<file path="src/dp_vid_pkg.sv">
/*
    Shared widths, bus structs and lane order for the video clock datapath.
    Modules import it inside their body and use scoped names in their ports.
*/

`default_nettype none

package dp_vid_pkg;

    // Video
    localparam int PPC    = 4;              // Pixels per clock
    localparam int BPC    = 8;              // Bits per component
    localparam int COMP_W = PPC * BPC;      // One color over all pixels

    // One video beat of 99 bits
    typedef struct packed {
        logic              vs;
        logic              hs;
        logic              de;
        logic [COMP_W-1:0] r;
        logic [COMP_W-1:0] g;
        logic [COMP_W-1:0] b;
    } vid_beat_t;

    // Link
    localparam int LANES = 4;
    localparam int SPL   = 4;               // Symbols per lane

    // One link symbol with the data byte in the low bits as the DPTX core emits it
    typedef struct packed {
        logic       disp_ctl;               // 0 automatic / 1 force
        logic       disp_val;               // 0 negative / 1 positive
        logic       k;                      // Control symbol
        logic [7:0] dat;
    } lnk_sym_t;

    // Lane major with lane 0 symbol 0 at bit 0
    typedef lnk_sym_t [LANES-1:0][SPL-1:0] lnk_bus_t;

    // Serdes word geometry
    localparam int PHY_W        = 80;
    localparam int SYM_STRIDE   = 10;       // Each symbol in a 10 bit slot
    localparam int DISP_CTL_LSB = 40;
    localparam int DISP_VAL_LSB = 44;

    typedef logic [PHY_W-1:0] phy_word_t;
    typedef phy_word_t [LANES-1:0] phy_bus_t;

    // DP lane carried by each serdes channel; lanes 0 and 1 swap on the board
    localparam int LANE_ORDER [LANES] = '{1, 0, 2, 3};

    // Port register
    localparam int CTL_W = 8;

    typedef struct packed {
        logic vid_sel;                      // 1 camera / 0 colorbar
        logic lnk_rst;
        logic clk_sel;
    } ctl_t;

    typedef struct packed {
        logic sw1;
        logic sw0;
        logic phy_rdy;
        logic vid_lock;
        logic gt_lock;
    } sts_t;

    // Heartbeat half period at the video clock
    localparam int unsigned HB_BEAT_VID = 67_500_000;

endpackage

`default_nettype wire

</file>
<file path="src/dp_ctl_regs.sv">
/*
    Port register for the video clock domain.
    A write strobe loads the steering bits; status inputs are sampled
    every clock with the switches inverted and the serdes ready bits merged.
*/

`timescale 1ns/1ns
`default_nettype none

module dp_ctl_regs
(
    input  wire logic                        clk_from_vid_buf,
    input  wire logic                        SYS_RSTN_IN,

    // Port write
    input  wire logic                        ctl_wr_i,
    input  wire logic [dp_vid_pkg::CTL_W-1:0] ctl_dat_i,

    // Status sources
    input  wire logic                        gt_lock_i,
    input  wire logic                        vid_lock_i,
    input  wire logic [3:0]                  phy_rdy_i,      // One per serdes channel
    input  wire logic [1:0]                  sw_i,           // Active low switches

    output dp_vid_pkg::ctl_t                 ctl_o,
    output dp_vid_pkg::sts_t                 sts_o
);

    import dp_vid_pkg::*;

    // Steering bits with the upper data bits ignored
    always_ff @(posedge clk_from_vid_buf)
    begin
        if (!SYS_RSTN_IN)
        begin
            ctl_o <= '0;
        end
        else if (ctl_wr_i)
        begin
            ctl_o <= ctl_t'(ctl_dat_i[$bits(ctl_t)-1:0]);
        end
    end

    // Status sample
    always_ff @(posedge clk_from_vid_buf)
    begin
        if (!SYS_RSTN_IN)
        begin
            sts_o <= '0;
        end
        else
        begin
            sts_o.gt_lock  <= gt_lock_i;
            sts_o.vid_lock <= vid_lock_i;
            sts_o.phy_rdy  <= &phy_rdy_i;     // All channels up
            sts_o.sw0      <= ~sw_i[0];
            sts_o.sw1      <= ~sw_i[1];
        end
    end

    // A write must carry defined data, else the mux and link reset go unknown
    property p_wr_known;
        @(posedge clk_from_vid_buf) disable iff (!SYS_RSTN_IN)
            ctl_wr_i |-> !$isunknown(ctl_dat_i);
    endproperty

    a_wr_known : assert property (p_wr_known)
        else $error("Port write with unknown data");

endmodule

`default_nettype wire

</file>
<file path="src/dp_vid_mux.sv">
/*
    Registered video source mux.
    The select bit comes from the port register and passes two flops first,
    so a new source reaches the output three edges after the register changes.
*/

`timescale 1ns/1ns
`default_nettype none

module dp_vid_mux
(
    input  wire logic             clk_from_vid_buf,
    input  wire logic             SYS_RSTN_IN,

    input  wire logic             vid_sel_i,     // 1 camera / 0 colorbar
    input  dp_vid_pkg::vid_beat_t cam_i,         // Scaled camera stream
    input  dp_vid_pkg::vid_beat_t bar_i,         // Colorbar stream
    output dp_vid_pkg::vid_beat_t vid_o
);

    import dp_vid_pkg::*;

    logic sel_meta;
    logic sel_sync;

    // Select synchronizer
    always_ff @(posedge clk_from_vid_buf)
    begin
        if (!SYS_RSTN_IN)
        begin
            sel_meta <= 1'b0;
            sel_sync <= 1'b0;
        end
        else
        begin
            sel_meta <= vid_sel_i;
            sel_sync <= sel_meta;
        end
    end

    // Output register
    always_ff @(posedge clk_from_vid_buf)
    begin
        if (!SYS_RSTN_IN)
            vid_o <= '0;
        else if (sel_sync)
            vid_o <= cam_i;         // Camera
        else
            vid_o <= bar_i;         // Colorbar
    end

    // Downstream sees a blank beat on the first cycle out of reset
    property p_vid_clear;
        @(posedge clk_from_vid_buf)
            $rose(SYS_RSTN_IN) |-> (vid_o == vid_beat_t'('0));
    endproperty

    a_vid_clear : assert property (p_vid_clear)
        else $error("Video output not clear after reset");

endmodule

`default_nettype wire

</file>
<file path="src/dp_lane_map.sv">
/*
    Packs the DP link symbols into the four serdes transmit words.
    Each channel takes the lane named in the lane order table, places the
    K bit and data of each symbol on a 10 bit stride and gathers the
    disparity bits in the middle of the word. Link reset blanks the output.
*/

`timescale 1ns/1ns
`default_nettype none

module dp_lane_map
(
    input  wire logic            clk_from_vid_buf,
    input  wire logic            SYS_RSTN_IN,

    input  wire logic            lnk_rst_i,       // Hold words at zero
    input  dp_vid_pkg::lnk_bus_t lnk_i,           // From the DPTX link
    output dp_vid_pkg::phy_bus_t phy_o            // To the serdes channels
);

    import dp_vid_pkg::*;

    phy_bus_t phy_nxt;

    // Word packing
    always_comb
    begin : pack
        lnk_sym_t sym;
        int       lane;

        phy_nxt = '0;                           // Unused upper bits stay zero
        sym     = '0;
        lane    = 0;

        for (int ch = 0; ch < LANES; ch++)
        begin
            lane = LANE_ORDER[ch];

            for (int s = 0; s < SPL; s++)
            begin
                sym = lnk_i[lane][s];

                // K bit just above the data byte
                phy_nxt[ch][s*SYM_STRIDE +: 9] = {sym.k, sym.dat};

                phy_nxt[ch][DISP_CTL_LSB + s] = sym.disp_ctl;
                phy_nxt[ch][DISP_VAL_LSB + s] = sym.disp_val;
            end
        end
    end

    // Output register
    always_ff @(posedge clk_from_vid_buf)
    begin
        if (!SYS_RSTN_IN)
        begin
            phy_o <= '0;
        end
        else if (lnk_rst_i)
        begin
            phy_o <= '0;        // Link held in reset
        end
        else
        begin
            phy_o <= phy_nxt;
        end
    end

    // Serdes ignores the top of the word, so nothing may ever land there
    for (genvar ch = 0; ch < LANES; ch++)
    begin : g_upper_chk
        property p_upper_zero;
            @(posedge clk_from_vid_buf) disable iff (!SYS_RSTN_IN)
                phy_o[ch][PHY_W-1:DISP_VAL_LSB+SPL] == '0;
        endproperty

        a_upper_zero : assert property (p_upper_zero)
            else $error("Serdes channel %0d upper bits not zero", ch);
    end

endmodule

`default_nettype wire

</file>
<file path="src/dp_heartbeat.sv">
/*
    Heartbeat LED for the video clock.
    The LED toggles every hb_beat clocks, so a running clock blinks visibly.
*/

`timescale 1ns/1ns
`default_nettype none

module dp_heartbeat
#(
    parameter int unsigned hb_beat = dp_vid_pkg::HB_BEAT_VID   // Half period in clocks
)
(
    input  wire logic clk_from_vid_buf,
    input  wire logic SYS_RSTN_IN,
    output logic      led_o
);

    localparam int unsigned         CNT_W    = $clog2(hb_beat + 1);
    localparam logic [CNT_W-1:0]    CNT_LAST = CNT_W'(hb_beat - 1);

    logic [CNT_W-1:0] cnt;

    always_ff @(posedge clk_from_vid_buf)
    begin
        if (!SYS_RSTN_IN)
        begin
            cnt   <= '0;
            led_o <= 1'b0;
        end
        else if (cnt == CNT_LAST)
        begin
            cnt   <= '0;                // Restart
            led_o <= ~led_o;
        end
        else
        begin
            cnt <= cnt + 1'b1;
        end
    end

endmodule

`default_nettype wire

</file>
<file path="src/dp_rpi_vid_top.sv">
/*
    Video clock part of the DisplayPort camera design.
    The port register steers the source mux and the link to serdes mapper;
    a heartbeat shows that the video clock runs.
*/

`timescale 1ns/1ns
`default_nettype none

module dp_rpi_vid_top
#(
    parameter int unsigned hb_beat = dp_vid_pkg::HB_BEAT_VID
)
(
    input  wire logic                         clk_from_vid_buf,
    input  wire logic                         SYS_RSTN_IN,

    // Port register
    input  wire logic                         ctl_wr_i,
    input  wire logic [dp_vid_pkg::CTL_W-1:0] ctl_dat_i,

    // Status
    input  wire logic                         gt_lock_i,
    input  wire logic                         vid_lock_i,
    input  wire logic [3:0]                   phy_rdy_i,
    input  wire logic [1:0]                   sw_i,

    // Video sources
    input  dp_vid_pkg::vid_beat_t             cam_i,
    input  dp_vid_pkg::vid_beat_t             bar_i,

    // Link symbols
    input  dp_vid_pkg::lnk_bus_t              lnk_i,

    output logic                              clk_sel_o,     // Board clock select
    output dp_vid_pkg::sts_t                  sts_o,
    output dp_vid_pkg::vid_beat_t             vid_o,
    output dp_vid_pkg::phy_bus_t              phy_o,
    output logic                              led_o
);

    import dp_vid_pkg::*;

    ctl_t ctl;

    dp_ctl_regs i_ctl_regs
    (
        .clk_from_vid_buf (clk_from_vid_buf),
        .SYS_RSTN_IN      (SYS_RSTN_IN),
        .ctl_wr_i         (ctl_wr_i),
        .ctl_dat_i        (ctl_dat_i),
        .gt_lock_i        (gt_lock_i),
        .vid_lock_i       (vid_lock_i),
        .phy_rdy_i        (phy_rdy_i),
        .sw_i             (sw_i),
        .ctl_o            (ctl),
        .sts_o            (sts_o)
    );

    assign clk_sel_o = ctl.clk_sel;

    dp_vid_mux i_vid_mux
    (
        .clk_from_vid_buf (clk_from_vid_buf),
        .SYS_RSTN_IN      (SYS_RSTN_IN),
        .vid_sel_i        (ctl.vid_sel),
        .cam_i            (cam_i),
        .bar_i            (bar_i),
        .vid_o            (vid_o)
    );

    dp_lane_map i_lane_map
    (
        .clk_from_vid_buf (clk_from_vid_buf),
        .SYS_RSTN_IN      (SYS_RSTN_IN),
        .lnk_rst_i        (ctl.lnk_rst),
        .lnk_i            (lnk_i),
        .phy_o            (phy_o)
    );

    dp_heartbeat
    #(
        .hb_beat (hb_beat)
    )
    i_vid_hb
    (
        .clk_from_vid_buf (clk_from_vid_buf),
        .SYS_RSTN_IN      (SYS_RSTN_IN),
        .led_o            (led_o)
    );

endmodule

`default_nettype wire

</file>
<file path="config.mk">
export PLATFORM = sky130hd
export DESIGN_NAME = dp_rpi_vid_top
export DESIGN_NICKNAME = d
export VERILOG_FILES = /design/src/dp_vid_pkg.sv /design/src/dp_ctl_regs.sv /design/src/dp_vid_mux.sv /design/src/dp_lane_map.sv /design/src/dp_heartbeat.sv /design/src/dp_rpi_vid_top.sv
export SDC_FILE = /design/constraint.sdc
export NUM_CORES = 1
export LEC_CHECK = 0
export BUFFER_PORTS_ARGS = -buffer_cell sky130_fd_sc_hd__buf_4
export CAP_MARGIN = 10
export CORE_AREA = 3 3 322 324
export CTS_BUF_LIST = sky130_fd_sc_hd__clkbuf_4 sky130_fd_sc_hd__clkbuf_8
export DETAILED_ROUTE_END_ITERATION = 10
export DIE_AREA = 0 0 325 327
export GPL_ROUTABILITY_DRIVEN = 0
export PLACE_DENSITY = 0.31
export SLEW_MARGIN = 20
export SYNTH_ARGS = -nofsm -noshare
export SYNTH_HDL_FRONTEND = slang
export SYNTH_SLANG_ARGS = --single-unit
</file>
<file path="constraint.sdc">
create_clock -name clk_from_vid_buf -period 2.5 [get_ports clk_from_vid_buf]
set_input_delay 0.375 -clock clk_from_vid_buf [delete_from_list [all_inputs] [get_ports clk_from_vid_buf]]
set_output_delay 0.375 -clock clk_from_vid_buf [all_outputs]
set_load 0.02 [all_outputs]
</file>
==> summary.md <==
* HPWL after detailed placement: 40400 um
* status: completed
* transition at the pin with the smallest max-transition slack: 0.628 ns
* effective utilization at floorplan: 10.7%
* RSZ-0062 raised after global routing: false
* instance count of the mapped netlist: 1019
* Max transition margin: 58.1%
* worst path cell trace: buf_12, mux2i_1, dlygate4sd3_1, nor2_1
* first-pass GRT wire length: 75500 um
* EDFF count, synth: 0
* area of the placeable core: 101000 um^2
* netlist area before placement: 10800 um^2
* antenna violations before repair: 7
* detailed-route wire length: 52700 um
* worst-case vdd ir drop: 0.000373 V
* design internal power: 10.3 mW
* primary flip-flop cell chosen by synthesis mapping: sky130_fd_sc_hd__dfxtp_1
* area share of xor/xnor cells in the synthesized design: 0.889%
* number of register bits inferred by synthesis: 313
* post-synthesis mux area share: 9.43%
* top cell type's share of synthesized area: 57.8%
* kind of critical path: reg -> reg
* clock share of power: 44.5%
* x dimension of the die: 325 um
* Wirelength per Cell: 14.9 um
* quantity of I/O buffers inserted on ports: 669
* met2 routing resource usage after global routing: 16.8%
* Die Outline Area: 106000 um^2
* IO Count: 819
* gr ovfl total: 0
* CTS tree: yes
* setup slack after layout: 0.361 ns
* Total Neg Setup Slack: 0 ns
* simple-gate share of the synthesized area: 18.2%
* pre-CTS setup slack: 0.457 ns
* adder-cell area share of the yosys netlist: 0.116%
* gr busiest metal: met2
* Critical R2R Capture: i_vid_mux.vid_o[56]$_SDFF_PN0_
* global routing met3 resource utilization: 4.46%
* sequential fraction of design power: 38.2%
* number of nets in the layout: 2500
* cell at the slowest stage of the critical path: sky130_fd_sc_hd__dfxtp_4
* Critical Path Source Type: register
* vias in the first global route: 11.7k
* vias after detailed routing: 10.7k
* complex-gate fraction of the synthesized area: 1.57%
* Distinct cells, synth: 38
* post-route antenna net violation count: 0
* clock root buffer: sky130_fd_sc_hd__clkbuf_8
* # H-tree levels: 3
* vias per cell: 3.02
* clock tree sinks: 313
* power density of the placed cells: 627 nW/um^2
* cell accounting for the most synthesized area: sky130_fd_sc_hd__dfxtp_1
* maximum net fanout on the critical path: 31
* Data required, critical path: 3.03 ns
* buffers from clock root to sink, at most: 3
* Sw Ratio: 26.6%
* switching power of the nets: 3.74 mW
* clock transition at the register clock pins on the worst setup and hold paths after CTS: 0.06 ns
* overall power of the completed layout: 14.1 mW
* final clock period utilization by the worst path: 85.6%
* depth of the most critical reg-to-reg path: 4
* part of the power in combinational logic: 17.3%
* Clk Latency, worst-skew pair: 0.66 ns
* Fmax: 468 MHz
* cell row count: 117
* number of violations of the max-capacitance limit: 0
* endpoint of the worst setup timing path: i_vid_mux.vid_o[56]$_SDFF_PN0_
* kind of path behind the tightest hold check: in -> reg
* met1 routing resource usage after global routing: 9.72%
* main combinational cell family by area after synthesis: simple AND/OR/NAND/NOR gates
* Die H: 327 um
* delay of the slowest cell on the worst path: 0.74 ns
* final setup violation count: 0
* post-CTS setup buffers: 0
* FFs w/ async S/R, synth: 0%
* Warnings, synthesis: 0
* final clock skew: 0.0248 ns
* capturing element type of the critical path: register
* DRT iter0 DRCs: 270
* Arr. time, crit path: 2.67 ns
* fraction of layout cells with a size suffix above 1: 37.6%
* syn avg cell area: 10.6 um^2
* cell with the most instances after synthesis: sky130_fd_sc_hd__dfxtp_1
* synthesis-to-finish area growth: 107%
* overall track demand over capacity in global routing: 9.56%
* Slew Limit Fails: 0
* flop-to-flop setup slack: 0.36 ns
* final-report hold violation count: 0
* Min Clock Period, post-route: 2.14 ns
* leakage component of the power: 9.94 nW
* total clock buffers created by CTS: 67
* 1st-pass router iterations: 4
* largest net degree at the start of global routing: 58
* sequential share of the synthesized area: 57.8%
* ranking of synthesized cells by area: sky130_fd_sc_hd__dfxtp_1 58%, sky130_fd_sc_hd__and2_1 10%, sky130_fd_sc_hd__buf_4 10%, sky130_fd_sc_hd__mux2i_1 9.4%, sky130_fd_sc_hd__nor2_1 4.2%
* residual DRC count: 0
* Worst R2R Start: i_vid_mux.sel_sync$_SDFF_PN0_
* most frequent cells after synthesis: 313 x sky130_fd_sc_hd__dfxtp_1, 181 x sky130_fd_sc_hd__and2_1, 144 x sky130_fd_sc_hd__buf_4
* Critical Path Source: i_vid_mux.sel_sync$_SDFF_PN0_
[per-layer routing]
metal | part of all wire, % | vias to the layer above
met3 | 9.8 | 84
met1 | 36 | 4835
met2 | 50 | 566
met5 | 0 | -
li1 | - | 5184
met4 | 3.4 | 0
[final cells by class]
| type | count | area, um^2 |
|---|---|---|
| antenna | 8 | 20.0 |
| clock buffer | 106 | 1360 |
| clock inverter | 13 | 155 |
| fill | 11100 | 79100 |
| inverter | 6 | 25.0 |
| multi-input combinational | 651 | 3810 |
| sequential | 313 | 6270 |
| tap | 1368 | 1710 |
| timing repair buffer | 1067 | 9040 |
[metrics by stage]
step | std cells | util [%] | hold slack [ns] | cell area [um^2]
final | 3532 | 22.1 | 0.0927 | 22400
after global routing | 3529 | 22.1 | 0.0386 | 22400
after CTS | 3524 | 22.1 | 0.00468 | 22400
after detailed placement | 3024 | 16.8 | 0.433 | 17000
after global placement | 3024 | 16.8 | 0.422 | 17000
after floorplan | 1162 | - | 0.412 | 11400
[cell families after synthesis]
kind of cell | count (synthesis)
buf+inv | 198
xor+xnor | 11
flops | 313
mux | 102
simple gates | 363
compound gates | 30
other cells | 1
fa+ha+maj | 1
[worst min-delay path by stage]
stage                             startpoint                          endpoint  depth (start not counted)
2_1_floorplan  i_vid_mux.sel_meta$_SDFF_PN0_     i_vid_mux.sel_sync$_SDFF_PN0_                          1
3_3_place_gp   i_vid_mux.sel_meta$_SDFF_PN0_     i_vid_mux.sel_sync$_SDFF_PN0_                          1
3_5_place_dp   i_vid_mux.sel_meta$_SDFF_PN0_     i_vid_mux.sel_sync$_SDFF_PN0_                          1
4_1_cts                             ctl_wr_i  i_ctl_regs.ctl_o[1]$_SDFFE_PN0P_                          3
5_1_grt                             ctl_wr_i  i_ctl_regs.ctl_o[1]$_SDFFE_PN0P_                          3
6_report                            ctl_wr_i  i_ctl_regs.ctl_o[1]$_SDFFE_PN0P_                          3
[flip-flops by register name, indices dropped and copies added, names as in the netlist]
signal	cells
i_ctl_regs.ctl_o	3
i_vid_hb.led_o	1
i_vid_mux.sel_sync	1
i_vid_mux.sel_meta	1
i_ctl_regs.sts_o	5
i_vid_hb.cnt	27
i_lane_map.phy_o	176
i_vid_mux.vid_o	99
[power groups by stage]
| stage | clock network, mW | logic, mW | registers, mW |
|---|---|---|---|
| 2_1_floorplan | 0 | 0.656 | 5.79 |
| 3_3_place_gp | 0 | 1.94 | 5.48 |
| 3_5_place_dp | 0 | 1.94 | 5.48 |
| 4_1_cts | 6.66 | 2.46 | 5.38 |
| 5_1_grt | 6.84 | 2.60 | 5.39 |
| 6_report | 6.25 | 2.43 | 5.37 |
[timing repair]
action / 4_1_cts / 5_1_grt
hold buffers: 381 / 0
hold endpoints to repair: 286 / 0
gates resized for setup: 0 / 0
[layout by cell type, fill, tap and decap left out, types with 9 or more instances in the layout]
| cell type | Yosys | routed |
|---|---|---|
| sky130_fd_sc_hd__buf_4 | 144 | 680 |
| sky130_fd_sc_hd__dlygate4sd3_1 | 0 | 381 |
| sky130_fd_sc_hd__dfxtp_1 | 313 | 312 |
| sky130_fd_sc_hd__and2_1 | 181 | 181 |
| sky130_fd_sc_hd__conb_1 | 1 | 144 |
| sky130_fd_sc_hd__nor2_1 | 120 | 119 |
| sky130_fd_sc_hd__mux2i_1 | 102 | 102 |
| sky130_fd_sc_hd__clkbuf_8 | 0 | 90 |
| sky130_fd_sc_hd__clkbuf_4 | 0 | 16 |
| sky130_fd_sc_hd__a21oi_1 | 14 | 14 |
| sky130_fd_sc_hd__nand2_1 | 11 | 11 |
| sky130_fd_sc_hd__nand3_1 | 10 | 10 |
| sky130_fd_sc_hd__xnor2_1 | 9 | 9 |
[worst max-delay path, delay by kind of cell (launching register included)]
family / cells / cell delay, ns
flops: 1 / 0.74
simple gates: 1 / 0.05
buf+inv: 2 / 0.91
mux: 1 / 0.29
No activity file was read; power rests on OpenSTA's default activity.
